$ cat src/usb_link_pkg.sv
// Shared types and constants for the link-state block; timeouts are in microsecond ticks
`default_nettype none

package usb_link_pkg;

  ////////////////////////////////////////
  // Link state encoding
  ////////////////////////////////////////

  // Encodings are visible in REG_STATUS and must not move
  typedef enum logic [2:0] {
    LinkDisconnected     = 3'd0,
    LinkPowered          = 3'd1,
    LinkPoweredSuspended = 3'd2,
    LinkActive           = 3'd3,
    LinkSuspended        = 3'd4,
    LinkActiveNoSof      = 3'd5,
    LinkResuming         = 3'd6
  } link_state_e;

  ////////////////////////////////////////
  // Timing
  ////////////////////////////////////////

  // Clocks per microsecond
  localparam int                    TICK_W             = 6;
  localparam logic [TICK_W-1:0]     TICK_DIV           = 6'd48;
  // SE0 longer than this is a bus reset
  localparam int                    RST_TIMER_W        = 2;
  localparam logic [RST_TIMER_W-1:0] RESET_TIMEOUT_US  = 2'd3;
  // Idle time before suspend
  localparam int                    INAC_TIMER_W       = 12;
  localparam logic [INAC_TIMER_W-1:0] SUSPEND_TIMEOUT_US = 12'd3000;
  // One frame plus slack for host clock tolerance
  localparam int                    SOF_TIMER_W        = 10;
  localparam logic [SOF_TIMER_W-1:0] SOF_TIMEOUT_US    = 10'd1005;
  // Missed frames before the host counts as gone
  localparam int                    MISSED_W           = 3;
  localparam logic [MISSED_W-1:0]   HOST_LOST_FRAMES   = 3'd4;
  localparam int                    FILTER_CYCLES      = 6;

  // Register map
  localparam logic [1:0] REG_CTRL   = 2'd0;
  localparam logic [1:0] REG_STATUS = 2'd1;
  localparam logic [1:0] REG_EVENTS = 2'd2;

  ////////////////////////////////////////
  // Bundles
  ////////////////////////////////////////

  // Raw line and receiver observations
  typedef struct packed {
    logic sense;
    logic dp;
    logic dn;
    logic oe;
    logic rx_idle;
    logic rx_j;
    logic sof;
  } line_obs_t;

  // Link outputs; resume and sof_missed are pulses, the rest are levels
  typedef struct packed {
    link_state_e link_state;
    logic        disconnect;
    logic        powered;
    logic        reset;
    logic        active;
    logic        suspend;
    logic        host_lost;
    logic        resume;
    logic        sof_missed;
  } link_status_t;

  // Sticky flags, bit 4 down to bit 0 in REG_EVENTS
  typedef struct packed {
    logic reset_seen;
    logic resume_seen;
    logic sof_missed_seen;
    logic host_lost_seen;
    logic suspend_seen;
  } link_events_t;

endpackage

`default_nettype wire

$ cat src/usb_glitch_filter.sv
// Input must be synchronous to clk_48mhz_i; output lags a stable input by about CYCLES clocks
`default_nettype none
`timescale 1ns/100ps

module usb_glitch_filter #(
  parameter int CYCLES = usb_link_pkg::FILTER_CYCLES
) (
  input  logic clk_48mhz_i,
  input  logic rst_ni,
  input  logic filter_i,
  output logic filter_o
);

  logic                             in_q;
  logic [$clog2(CYCLES+1)-1:0]      cnt_q;

  // Counter tracks how long the input has held its last value
  always_ff @(posedge clk_48mhz_i or negedge rst_ni) begin
    if (!rst_ni) begin
      in_q     <= 1'b0;
      cnt_q    <= '0;
      filter_o <= 1'b0;
    end else begin
      in_q <= filter_i;
      if (filter_i != in_q) begin
        // Any change restarts the count
        cnt_q <= '0;
      end else if (int'(cnt_q) != CYCLES) begin
        cnt_q <= cnt_q + 1'b1;
      end
      // Stable long enough, pass the value on
      if (int'(cnt_q) == CYCLES) begin
        filter_o <= in_q;
      end
    end
  end

endmodule

`default_nettype wire

$ cat src/usb_us_tick_gen.sv
// Needs an exact 48 MHz clock; first tick comes TICK_DIV clocks after reset release
`default_nettype none
`timescale 1ns/100ps

module usb_us_tick_gen (
  input  logic clk_48mhz_i,
  input  logic rst_ni,
  output logic us_tick_o
);

  logic [usb_link_pkg::TICK_W-1:0] cnt_q;

  // Free-running modulo counter
  always_ff @(posedge clk_48mhz_i or negedge rst_ni) begin
    if (!rst_ni) begin
      cnt_q <= '0;
    end else if (us_tick_o) begin
      cnt_q <= '0;
    end else begin
      cnt_q <= cnt_q + 1'b1;
    end
  end

  // Tick on the last count of each period
  assign us_tick_o = (cnt_q == usb_link_pkg::TICK_DIV - 6'd1);

endmodule

`default_nettype wire

$ cat src/usb_link_regs.sv
// Single-cycle writes and combinational reads; event flags are cleared only by writing a 1
`default_nettype none
`timescale 1ns/100ps

module usb_link_regs (
  input  logic                       clk_48mhz_i,
  input  logic                       rst_ni,
  input  logic                       reg_we_i,
  input  logic [1:0]                 reg_addr_i,
  input  logic [7:0]                 reg_wdata_i,
  output logic [7:0]                 reg_rdata_o,
  input  usb_link_pkg::link_status_t status_i,
  output logic                       pullup_en_o,
  output logic                       resume_req_o
);

  logic                       ctrl_we;
  logic                       events_we;
  // Previous samples of the levels that set flags on their rising edge
  logic                       reset_q;
  logic                       host_lost_q;
  logic                       suspend_q;
  usb_link_pkg::link_events_t events_q;
  usb_link_pkg::link_events_t events_set;
  usb_link_pkg::link_events_t events_clr;

  assign ctrl_we   = reg_we_i && (reg_addr_i == usb_link_pkg::REG_CTRL);
  assign events_we = reg_we_i && (reg_addr_i == usb_link_pkg::REG_EVENTS);

  ////////////////////////////////////////
  // Control
  ////////////////////////////////////////

  // Bit 0 holds the pull-up, bit 1 fires a one-cycle resume request
  always_ff @(posedge clk_48mhz_i or negedge rst_ni) begin
    if (!rst_ni) begin
      pullup_en_o  <= 1'b0;
      resume_req_o <= 1'b0;
    end else begin
      resume_req_o <= ctrl_we & reg_wdata_i[1];
      if (ctrl_we) begin
        pullup_en_o <= reg_wdata_i[0];
      end
    end
  end

  ////////////////////////////////////////
  // Sticky events
  ////////////////////////////////////////

  always_comb begin
    events_set.reset_seen      = status_i.reset & ~reset_q;
    events_set.resume_seen     = status_i.resume;
    events_set.sof_missed_seen = status_i.sof_missed;
    events_set.host_lost_seen  = status_i.host_lost & ~host_lost_q;
    events_set.suspend_seen    = status_i.suspend & ~suspend_q;
  end

  // Write 1 to clear; a new event in the same cycle wins
  assign events_clr = events_we ? usb_link_pkg::link_events_t'(reg_wdata_i[4:0]) : '0;

  always_ff @(posedge clk_48mhz_i or negedge rst_ni) begin
    if (!rst_ni) begin
      reset_q     <= 1'b0;
      host_lost_q <= 1'b0;
      suspend_q   <= 1'b0;
      events_q    <= '0;
    end else begin
      reset_q     <= status_i.reset;
      host_lost_q <= status_i.host_lost;
      suspend_q   <= status_i.suspend;
      events_q    <= (events_q & ~events_clr) | events_set;
    end
  end

  // Read mux
  always_comb begin
    case (reg_addr_i)
      usb_link_pkg::REG_CTRL:   reg_rdata_o = {7'b0, pullup_en_o};
      usb_link_pkg::REG_STATUS: reg_rdata_o = {2'b0, status_i.reset, status_i.host_lost,
                                               status_i.powered, status_i.link_state};
      usb_link_pkg::REG_EVENTS: reg_rdata_o = {3'b0, events_q};
      default:                  reg_rdata_o = 8'h00;
    endcase
  end

endmodule

`default_nettype wire

$ cat src/usb_linkstate.sv
// Filtered SE0 and sense come from outside; all other line inputs must already be synchronous
`default_nettype none
`timescale 1ns/100ps

module usb_linkstate (
  input  logic                       clk_48mhz_i,
  input  logic                       rst_ni,
  input  logic                       us_tick_i,
  input  usb_link_pkg::line_obs_t    line_i,
  input  logic                       se0_filt_i,
  input  logic                       sense_filt_i,
  input  logic                       pullup_en_i,
  input  logic                       resume_req_i,
  output logic                       se0_raw_o,
  output usb_link_pkg::link_status_t status_o
);

  typedef enum logic [1:0] {
    RstIdle,
    RstCount,
    RstPend
  } rst_state_e;

  typedef enum logic [1:0] {
    InacActive,
    InacCount,
    InacPend
  } inac_state_e;

  usb_link_pkg::link_state_e state_d, state_q;
  logic link_active;
  logic link_resume;

  // Bus reset detection
  rst_state_e                           rst_state_d, rst_state_q;
  logic [usb_link_pkg::RST_TIMER_W-1:0] rst_timer_d, rst_timer_q;
  logic                                 ev_reset;
  logic                                 link_reset;

  // Inactivity detection
  inac_state_e                           inac_state_d, inac_state_q;
  logic [usb_link_pkg::INAC_TIMER_W-1:0] inac_timer_d, inac_timer_q;
  logic                                  monitor_inac;
  logic                                  ev_bus_active;
  logic                                  ev_bus_inactive;

  // Frame loss
  logic [usb_link_pkg::SOF_TIMER_W-1:0] sof_timer_q;
  logic [usb_link_pkg::MISSED_W-1:0]    missed_q;
  logic                                 sof_missed;
  logic                                 host_lost;

  // SE0 only counts while the device itself is not driving
  assign se0_raw_o = ~line_i.dp & ~line_i.dn & ~line_i.oe;

  assign ev_bus_active = ~line_i.rx_idle;
  assign link_active   = (state_q == usb_link_pkg::LinkActive) ||
                         (state_q == usb_link_pkg::LinkActiveNoSof);
  // Idle only matters once attached and not already suspended
  assign monitor_inac  = sense_filt_i &&
                         ((state_q == usb_link_pkg::LinkPowered) || link_active);

  ////////////////////////////////////////
  // Main link FSM
  ////////////////////////////////////////

  always_comb begin
    state_d     = state_q;
    link_resume = 1'b0;
    if (!sense_filt_i || !pullup_en_i) begin
      // VBUS gone or pull-up off
      state_d = usb_link_pkg::LinkDisconnected;
    end else begin
      case (state_q)
        usb_link_pkg::LinkDisconnected: begin
          state_d = usb_link_pkg::LinkPowered;
        end
        usb_link_pkg::LinkPowered: begin
          if (ev_reset) begin
            state_d = usb_link_pkg::LinkActiveNoSof;
          end else if (resume_req_i) begin
            // Software asks for resume signalling
            state_d = usb_link_pkg::LinkResuming;
          end else if (ev_bus_inactive) begin
            state_d = usb_link_pkg::LinkPoweredSuspended;
          end
        end
        usb_link_pkg::LinkPoweredSuspended: begin
          if (ev_reset) begin
            state_d = usb_link_pkg::LinkActiveNoSof;
          end else if (ev_bus_active) begin
            link_resume = 1'b1;
            state_d     = usb_link_pkg::LinkPowered;
          end
        end
        // Wait for the end of resume signalling, seen as a J or a reset
        usb_link_pkg::LinkResuming: begin
          if (line_i.rx_j || ev_reset) begin
            link_resume = 1'b1;
            state_d     = usb_link_pkg::LinkActiveNoSof;
          end
        end
        usb_link_pkg::LinkActiveNoSof: begin
          if (ev_bus_inactive) begin
            state_d = usb_link_pkg::LinkSuspended;
          end else if (line_i.sof) begin
            state_d = usb_link_pkg::LinkActive;
          end
        end
        usb_link_pkg::LinkActive: begin
          if (ev_bus_inactive) begin
            state_d = usb_link_pkg::LinkSuspended;
          end else if (ev_reset) begin
            state_d = usb_link_pkg::LinkActiveNoSof;
          end
        end
        usb_link_pkg::LinkSuspended: begin
          if (ev_reset) begin
            link_resume = 1'b1;
            state_d     = usb_link_pkg::LinkActiveNoSof;
          end else if (ev_bus_active) begin
            state_d = usb_link_pkg::LinkResuming;
          end
        end
        default: state_d = usb_link_pkg::LinkDisconnected;
      endcase
    end
  end

  ////////////////////////////////////////
  // Reset and inactivity timers
  ////////////////////////////////////////

  always_comb begin
    rst_state_d = rst_state_q;
    rst_timer_d = rst_timer_q;
    ev_reset    = 1'b0;
    case (rst_state_q)
      RstIdle: begin
        rst_timer_d = '0;
        if (se0_filt_i) begin
          rst_state_d = RstCount;
        end
      end
      RstCount: begin
        if (!se0_filt_i) begin
          rst_state_d = RstIdle;
        end else if (us_tick_i) begin
          // Full timeout seen, now wait for the SE0 to end
          if (rst_timer_q == usb_link_pkg::RESET_TIMEOUT_US) begin
            rst_state_d = RstPend;
          end else begin
            rst_timer_d = rst_timer_q + 1'b1;
          end
        end
      end
      RstPend: begin
        if (!se0_filt_i) begin
          rst_state_d = RstIdle;
          ev_reset    = 1'b1;
        end
      end
      default: rst_state_d = RstIdle;
    endcase
  end

  assign link_reset = (rst_state_q == RstPend);

  always_comb begin
    inac_state_d    = inac_state_q;
    inac_timer_d    = inac_timer_q;
    ev_bus_inactive = 1'b0;
    case (inac_state_q)
      InacActive: begin
        inac_timer_d = '0;
        if (!ev_bus_active && monitor_inac) begin
          inac_state_d = InacCount;
        end
      end
      InacCount: begin
        if (ev_bus_active || !monitor_inac) begin
          inac_state_d = InacActive;
        end else if (us_tick_i) begin
          inac_timer_d = inac_timer_q + 1'b1;
          // Single event when the count reaches the timeout
          if (inac_timer_d == usb_link_pkg::SUSPEND_TIMEOUT_US) begin
            inac_state_d    = InacPend;
            ev_bus_inactive = 1'b1;
          end
        end
      end
      InacPend: begin
        if (ev_bus_active || !monitor_inac) begin
          inac_state_d = InacActive;
        end
      end
      default: inac_state_d = InacActive;
    endcase
  end

  always_ff @(posedge clk_48mhz_i or negedge rst_ni) begin
    if (!rst_ni) begin
      state_q      <= usb_link_pkg::LinkDisconnected;
      rst_state_q  <= RstIdle;
      rst_timer_q  <= '0;
      inac_state_q <= InacActive;
      inac_timer_q <= '0;
    end else begin
      state_q      <= state_d;
      rst_state_q  <= rst_state_d;
      rst_timer_q  <= rst_timer_d;
      inac_state_q <= inac_state_d;
      inac_timer_q <= inac_timer_d;
    end
  end

  ////////////////////////////////////////
  // SOF loss and host loss
  ////////////////////////////////////////

  assign sof_missed = (sof_timer_q == usb_link_pkg::SOF_TIMEOUT_US);
  // Saturated count of 4 sets bit 2
  assign host_lost  = missed_q[2];

  always_ff @(posedge clk_48mhz_i or negedge rst_ni) begin
    if (!rst_ni) begin
      sof_timer_q <= '0;
      missed_q    <= '0;
    end else if (line_i.sof || !link_active || link_reset) begin
      sof_timer_q <= '0;
      missed_q    <= '0;
    end else begin
      if (sof_missed) begin
        sof_timer_q <= '0;
      end else if (us_tick_i) begin
        sof_timer_q <= sof_timer_q + 1'b1;
      end
      if (sof_missed && (missed_q != usb_link_pkg::HOST_LOST_FRAMES)) begin
        missed_q <= missed_q + 1'b1;
      end
    end
  end

  // Status bundle
  always_comb begin
    status_o.link_state = state_q;
    status_o.disconnect = (state_q == usb_link_pkg::LinkDisconnected);
    status_o.powered    = sense_filt_i;
    status_o.reset      = link_reset;
    status_o.active     = link_active;
    status_o.suspend    = (state_q == usb_link_pkg::LinkSuspended) ||
                          (state_q == usb_link_pkg::LinkPoweredSuspended);
    status_o.host_lost  = host_lost;
    status_o.resume     = link_resume;
    status_o.sof_missed = sof_missed;
  end

endmodule

`default_nettype wire

$ cat src/usb_link_top.sv
// Line inputs must be synchronous to clk_48mhz_i; the register port has no wait states
`default_nettype none
`timescale 1ns/100ps

module usb_link_top (
  input  logic                       clk_48mhz_i,
  input  logic                       rst_ni,
  input  usb_link_pkg::line_obs_t    line_obs_i,
  input  logic                       reg_we_i,
  input  logic [1:0]                 reg_addr_i,
  input  logic [7:0]                 reg_wdata_i,
  output logic [7:0]                 reg_rdata_o,
  output usb_link_pkg::link_status_t link_status_o
);

  logic us_tick;
  logic se0_raw;
  logic se0_filt;
  logic sense_filt;
  logic pullup_en;
  logic resume_req;

  // Microsecond time base
  usb_us_tick_gen i_tick_gen (
    .clk_48mhz_i (clk_48mhz_i),
    .rst_ni      (rst_ni),
    .us_tick_o   (us_tick)
  );

  ////////////////////////////////////////
  // Line filters
  ////////////////////////////////////////

  usb_glitch_filter i_se0_filter (
    .clk_48mhz_i (clk_48mhz_i),
    .rst_ni      (rst_ni),
    .filter_i    (se0_raw),
    .filter_o    (se0_filt)
  );

  usb_glitch_filter i_sense_filter (
    .clk_48mhz_i (clk_48mhz_i),
    .rst_ni      (rst_ni),
    .filter_i    (line_obs_i.sense),
    .filter_o    (sense_filt)
  );

  // Link state detection
  usb_linkstate i_linkstate (
    .clk_48mhz_i  (clk_48mhz_i),
    .rst_ni       (rst_ni),
    .us_tick_i    (us_tick),
    .line_i       (line_obs_i),
    .se0_filt_i   (se0_filt),
    .sense_filt_i (sense_filt),
    .pullup_en_i  (pullup_en),
    .resume_req_i (resume_req),
    .se0_raw_o    (se0_raw),
    .status_o     (link_status_o)
  );

  // Software-facing registers
  usb_link_regs i_regs (
    .clk_48mhz_i  (clk_48mhz_i),
    .rst_ni       (rst_ni),
    .reg_we_i     (reg_we_i),
    .reg_addr_i   (reg_addr_i),
    .reg_wdata_i  (reg_wdata_i),
    .reg_rdata_o  (reg_rdata_o),
    .status_i     (link_status_o),
    .pullup_en_o  (pullup_en),
    .resume_req_o (resume_req)
  );

endmodule

`default_nettype wire

$ cat config.mk
export PLATFORM = sky130hd
export DESIGN_NAME = usb_link_top
export DESIGN_NICKNAME = d
export VERILOG_FILES = /design/src/usb_link_pkg.sv /design/src/usb_glitch_filter.sv /design/src/usb_us_tick_gen.sv /design/src/usb_link_regs.sv /design/src/usb_linkstate.sv /design/src/usb_link_top.sv
export SDC_FILE = /design/constraint.sdc
export NUM_CORES = 1
export LEC_CHECK = 0
export BUFFER_PORTS_ARGS = -buffer_cell sky130_fd_sc_hd__buf_2
export CAP_MARGIN = 0
export CORE_UTILIZATION = 50
export CTS_CLUSTER_SIZE = 16
export DETAILED_ROUTE_END_ITERATION = 8
export GPL_TIMING_DRIVEN = 0
export PLACE_DENSITY = 0.7
export REMOVE_ABC_BUFFERS = 1
export SLEW_MARGIN = 40
export SYNTH_ARGS = -nofsm -noshare
export SYNTH_HDL_FRONTEND = slang
export SYNTH_SLANG_ARGS = --single-unit
export TNS_END_PERCENT = 100
$ cat constraint.sdc
create_clock -name clk_48mhz_i -period 2.2 [get_ports clk_48mhz_i]
set_input_delay 0.66 -clock clk_48mhz_i [delete_from_list [all_inputs] [get_ports clk_48mhz_i]]
set_output_delay 0.66 -clock clk_48mhz_i [all_outputs]
set_load 0.005 [all_outputs]
Yosys cells after proc, flatten, opt, wreduce, memory -nomap -nowiden
Index checks and enable logic that the tools add are counted.
{ "op_classes": {"mux": 57, "reduce_logical": 32, "add_sub_neg": 7, "eq_ne": 42, "bitwise": 16} }
{ "ops": {"columns": ["cell", "count"], "rows": [
  ["3-bit 2-to-1 mux", 19],
  ["10-bit 2-to-1 mux", 3],
  ["2-bit 2-to-1 mux", 13],
  ["12-bit 2-to-1 mux", 2],
  ["12-bit case mux with 2 select lines", 1],
  ["3-bit case mux with 7 select lines", 1],
  ["6-bit case mux with 3 select lines", 1],
  ["12-bit by 1-bit adder with 12-bit output (second input constant)", 1],
  ["12-bit equality test (second input constant)", 1],
  ["3-bit by 2-bit equality test with 1-bit output (second input constant)", 4],
  ["3-bit by 2-bit != test with 1-bit output (second input constant)", 4],
  ["4-bit by 2-bit != test with 1-bit output (second input constant)", 3],
  ["2-bit case mux with 3 select lines", 2],
  ["4-bit AND reduction", 3],
  ["1-bit 2-to-1 mux", 11],
  ["10-bit by 1-bit adder with 10-bit output (second input constant)", 1],
  ["10-bit equality test (second input constant)", 1],
  ["2-bit != test (second input constant)", 5],
  ["2-bit nonzero test", 5],
  ["3-bit by 1-bit adder with 3-bit output (second input constant)", 3],
  ["3-bit equality test (second input constant)", 3],
  ["3-bit by 1-bit != test with 1-bit output (second input constant)", 3],
  ["2-bit equality test (second input constant)", 4],
  ["1-bit logical OR", 8],
  ["26 further kinds", 52]
]} }
{ "totals": {"reg_bits": 60, "output_inout_bits": 19} }

Logic depth before layout (Yosys ltp)
{ "depth": {"word_depth": 13, "ltp_mapped": 8} }

By module
A second synthesis with hierarchy kept.
{ "hier_totals": {"cells_unflattened": 361, "hier_area_um2": 3380.7} }
{ "modules_own_cells": {"columns": ["module", "seq_area_each_um2", "area_per_inst_um2", "cells_per_inst", "n_inst"], "rows": [
  ["usb_linkstate", 850.8, 2155.8, 262, 1],
  ["usb_link_regs", 250.2, 490.5, 39, 1],
  ["usb_glitch_filter", 125.1, 237.7, 19, 2],
  ["usb_us_tick_gen", 150.1, 259.0, 22, 1]
]} }

Least setup slack after synthesis
OpenSTA, ideal clock, no wires.
{ "synth_path": {"kind": "reg2reg", "start": "register i_tick_gen.cnt_q[0] (netlist name)", "end": "register i_linkstate.state_q[2]", "arrival_ns": 1.830, "synth_period_minus_slack_ns": 1.956, "stages_incl_launch_ff": 9, "setup_slack_ns": 0.244, "cell_sequence": "dfrtp_1 ha_1 nand3_4 nor2_8 and3_1 buf_6 nand4_4 and3_4 a221o_1"} }
{ "synth_via": {"elab_chain_cells": 7} }
{ "synth_lines": {"columns": ["element", "line", "rtl"], "rows": [
  ["start, declared", "usb_us_tick_gen.sv:11", "logic [usb_link_pkg::TICK_W-1:0] cnt_q;"],
  ["start signal, assigned", "usb_us_tick_gen.sv:20", "cnt_q <= cnt_q + 1'b1;"],
  ["6-bit equality test *", "usb_us_tick_gen.sv:25", "assign us_tick_o = (cnt_q == usb_link_pkg::TICK_DIV - 6'd1);"],
  ["1-bit 2-to-1 mux *", "usb_linkstate.sv:183", "end else if (us_tick_i) begin"],
  ["1-bit 2-to-1 mux *", "usb_linkstate.sv:181", "if (ev_bus_active || !monitor_inac) begin"],
  ["1-bit 2-to-1 mux *", "usb_linkstate.sv:173", "case (inac_state_q)"],
  ["3-bit 2-to-1 mux, on equally long branches", "usb_linkstate.sv:111, usb_linkstate.sv:104", null],
  ["3-bit case mux with 7 select lines", "usb_linkstate.sv:74", "case (state_q)"],
  ["3-bit 2-to-1 mux", "usb_linkstate.sv:70", "if (!sense_filt_i || !pullup_en_i) begin"],
  ["end signal, assigned", "usb_linkstate.sv:203", "state_q <= usb_link_pkg::LinkDisconnected;"],
  ["end signal, assigned", "usb_linkstate.sv:209", "state_q <= state_d;"],
  ["end, declared", "usb_linkstate.sv:30", "usb_link_pkg::link_state_e state_d, state_q;"]
]} }
Every way passes the cells marked *; elsewhere a longest branch is shown, timed or not.
A chain may end at the register's enable or synchronous reset.

==> results.toml <==
[status]
outcome = "finished with violations"
violations = "design-rule violations"

[final_layout]
layout_common_cells = "dfrtp_1, nor2_1, nand2_1"
area_growth_pct = 17.9
fin_nets = 432
drive_above_1_share_pct = 26.9
final_common_cell = "dfrtp_1"
finish.utilization_pct = 61.5
multi_input_area_um2 = 1770
fillers = 554
final-seq-area_um2 = 1510
fin_cells = 482
n_antenna_cell = 0

[clock_tree]
cts.clk_slew.worst_paths_ps = 70
postCtsHoldBufs = 0
clk_path_buf_depth = 2
h-tree-depth = 3
cts_tree = "built"
root_buffer = "clkbuf_8"
numCtsBuffers = 9
cts_sinks = 60
clk-insertion-delay-late_ps = 340

[timing]
final_max_slew_viol_count = 0
tns_ps = 0
finalHoldViolCount = 0
worst_pin_slew_ps = 713
fmax_ghz = 0.463
slew_headroom_pct = 52.4
rsz0062_at_grt = "yes"
period_minus_slack_ps = 2160
setup_viol = 0
min_period_over_period_pct = 98.2
worst_clock_skew_ps = 6.62
holdWs_ps = 277
setup_ws_ps = 39.4

[power_and_ir_drop]
swShare_pct = 28.2
clockPowerShare_pct = 34.4
p_per_area_nw_per_um2 = 670
p_int_mw = 1.90
p_comb_share_pct = 15.8
vdd_drop_max_v = 0.000424
p_leak_nw = 1.86
p_seq_share_pct = 49.7
p_sw_uw = 747

[worst_setup_path]
cp_cell_sequence = "nor2b_4 -> nand2b_4 -> nand2_2 -> a32oi_2 -> nor3_2 -> buf_2"
slowest_stage = "dfrtp_2"
path_max_fanout = 4
startpoint_type = "register"
criticalPathCategory = "register to output port"
slowest_delay_ps = 450
endpoint_kind = "output port"
critPathRequiredTime_ps = 1540
cp.arrival_ps = 1500

[placed_design]
io_buffers = 33
gp_congestion = 0.782
hpwl_um = 4370
dp.cells = 442
post-place-ws_ps = -174

[detailed_routing]
drt_iter0_markers = 127
ant_nets = 0
drc_errors = 2
wl_per_cell_um = 14.2
drtPass1Iterations = 6
totalWireLength_um = 6850
vias = 2730
drt-vias-per-instance = 5.66

[grt]
grt_max_degree = 61
antenna_found_initial = 0
overflow = 0
grtUsageTotal_pct = 20.6
grt_pass1_wl_um = 11400
grt_pass1_vias = 2497

[floorplan]
start_util_pct = 52.2
dieArea_um2 = 7040
die_x_um = 83.9
ios = 39
die_h_um = 83.9
core.rowCount = 29
coreArea_um2 = 6420

[yosys]
synth_edf_count = 0
syn_inst = 353
synth.top_cell.area_share_pct = 44.8
synth_top_area_cell = "dfrtp_1"
ys_ff_latch = 60
async_reset_ff_share_pct = 100
yosysWarnings = 0
syn_area_per_cell_um2 = 9.50
synthFlopType = "dfrtp_1"
synth_cell_types = 58
ys_top_cells_by_area = "dfrtp_1, ha_1, nor2_1, o21ai_0, nand2_1"
yosysSeqAreaShare_pct = 44.8
synth_area_um2 = 3350

[flow_run]
cap_violations = 0

[min_path]
hold_path.class = "input port to async pin"
==> kinds of logic (layout without fill, tap and decap cells) <==
logic type,Yosys count,count (layout),synth area share (%)
and+or+nand+nor,149,149,23.8
AOI/OAI and AO/OA,70,70,14.0
DFF,60,60,44.8
buffers and inverters,34,85,5.38
xor gates and xnor gates,20,20,5.23
adders and majority gates,12,12,4.48
muxes,7,7,2.24
other,1,2,0.112
==> layout make-up <==
| class | instances | share of cell area (%) |
|---|---|---|
| well taps | 77 | 2.44 |
| flip-flops and latches | 60 | 38.2 |
| inverters | 12 | 1.14 |
| multi-input cells | 260 | 44.8 |
| clock inverters | 1 | 0.127 |
| repair buffers | 57 | 8.83 |
| clock buffers | 15 | 4.46 |
==> worst max-delay path, delay by kind of cell, from the launching register on <==
| kind | cells | cell delay (ps) |
|---|---|---|
| buffers and inverters | 1 | 150 |
| AO/OA/AOI/OAI | 1 | 50 |
| AND/OR/NAND/NOR | 4 | 520 |
| flip-flops | 1 | 450 |
==> through the flow <==
stage          total power [mW]  instance area (µm²)
3_5_place_dp               1.70                 3480
6_report                   2.65                 3950
4_1_cts                    2.64                 3750
3_3_place_gp               1.68                 3480
5_1_grt                    2.79                 3950
2_1_floorplan              1.54                 3220
==> timing repair <==
action	4_1_cts	5_1_grt
gates resized for setup	12	14
pin swaps	3	5
endpoints found under the setup margin	10	20
buffers inserted	6	18
==> layer usage <==
layer | track usage, % | share of wire (%) | vias to the layer above | routed length, µm
li1 | - | - | 1326 | -
met1 | 25.4 | 45 | 1351 | 3090
met2 | 34.1 | 50 | 40 | 3440
met3 | 4.75 | 3.0 | 13 | 208
met4 | 9.72 | 1.6 | 0 | 110
met5 | 0 | 0 | - | 0
==> cells in the mapped netlist, types with 3 or more instances <==
cell type and number:
dfrtp_1 60, nor2_1 38, nand2_1 34, o21ai_0 26, nand3_1 13, ha_1 12, inv_1 12, xor2_1 12
buf_4 11, nand4_1 10, nor3_1 10, a22o_1 9, nor2b_1 8, xnor2_1 8, a21oi_1 6, a31oi_1 6
and2_1 5, and3_1 5, clkbuf_1 5, nand2b_1 5, mux2_2 4, or3_1 4, a21o_1 3, buf_2 3
mux2i_1 3, o41ai_1 3
==> registers in the layout, summed over array words and instances (netlist names), 2 cells and up <==
| register | flops |
|---|---|
| i_linkstate.sof_timer_q | 10 |
| i_linkstate.rst_timer_q | 2 |
| i_linkstate.inac_timer_q | 12 |
| i_tick_gen.cnt_q | 6 |
| i_linkstate.rst_state_q | 2 |
| i_linkstate.inac_state_q | 2 |
| i_linkstate.missed_q | 3 |
| i_linkstate.state_q | 3 |
| i_sense_filter.cnt_q | 3 |
| i_se0_filter.cnt_q | 3 |
| i_regs.events_q | 5 |
==> path summary, 6_finish.rpt <==
kind	start	cells past startpoint	slack, ps	to
setup / recovery	i_linkstate.rst_state_q[0]	6	40	link_status_o[1]
hold / removal	rst_ni	1	280	i_linkstate.inac_timer_q[4]
setup reg to reg	i_linkstate.state_q[1]	7	130	i_linkstate.state_q[2]
hold reg to reg	i_regs.host_lost_q	1	440	i_regs.events_q[1]
max in group asynchronous	rst_ni	1	1510	i_linkstate.rst_state_q[0]
min in group clk_48mhz_i	i_regs.host_lost_q	1	440	i_regs.events_q[1]
==> power groups by stage <==
stage               Sequential [mW]  Clock [mW]  Combinational, mW
floorplan                      1.30           0              0.244
detailed placement             1.33           0              0.364
global placement               1.33           0              0.349
CTS                            1.31       0.944              0.380
finish                         1.32       0.913              0.420
global route                   1.33       0.982              0.477
Power figures use the tool's default switching activity.
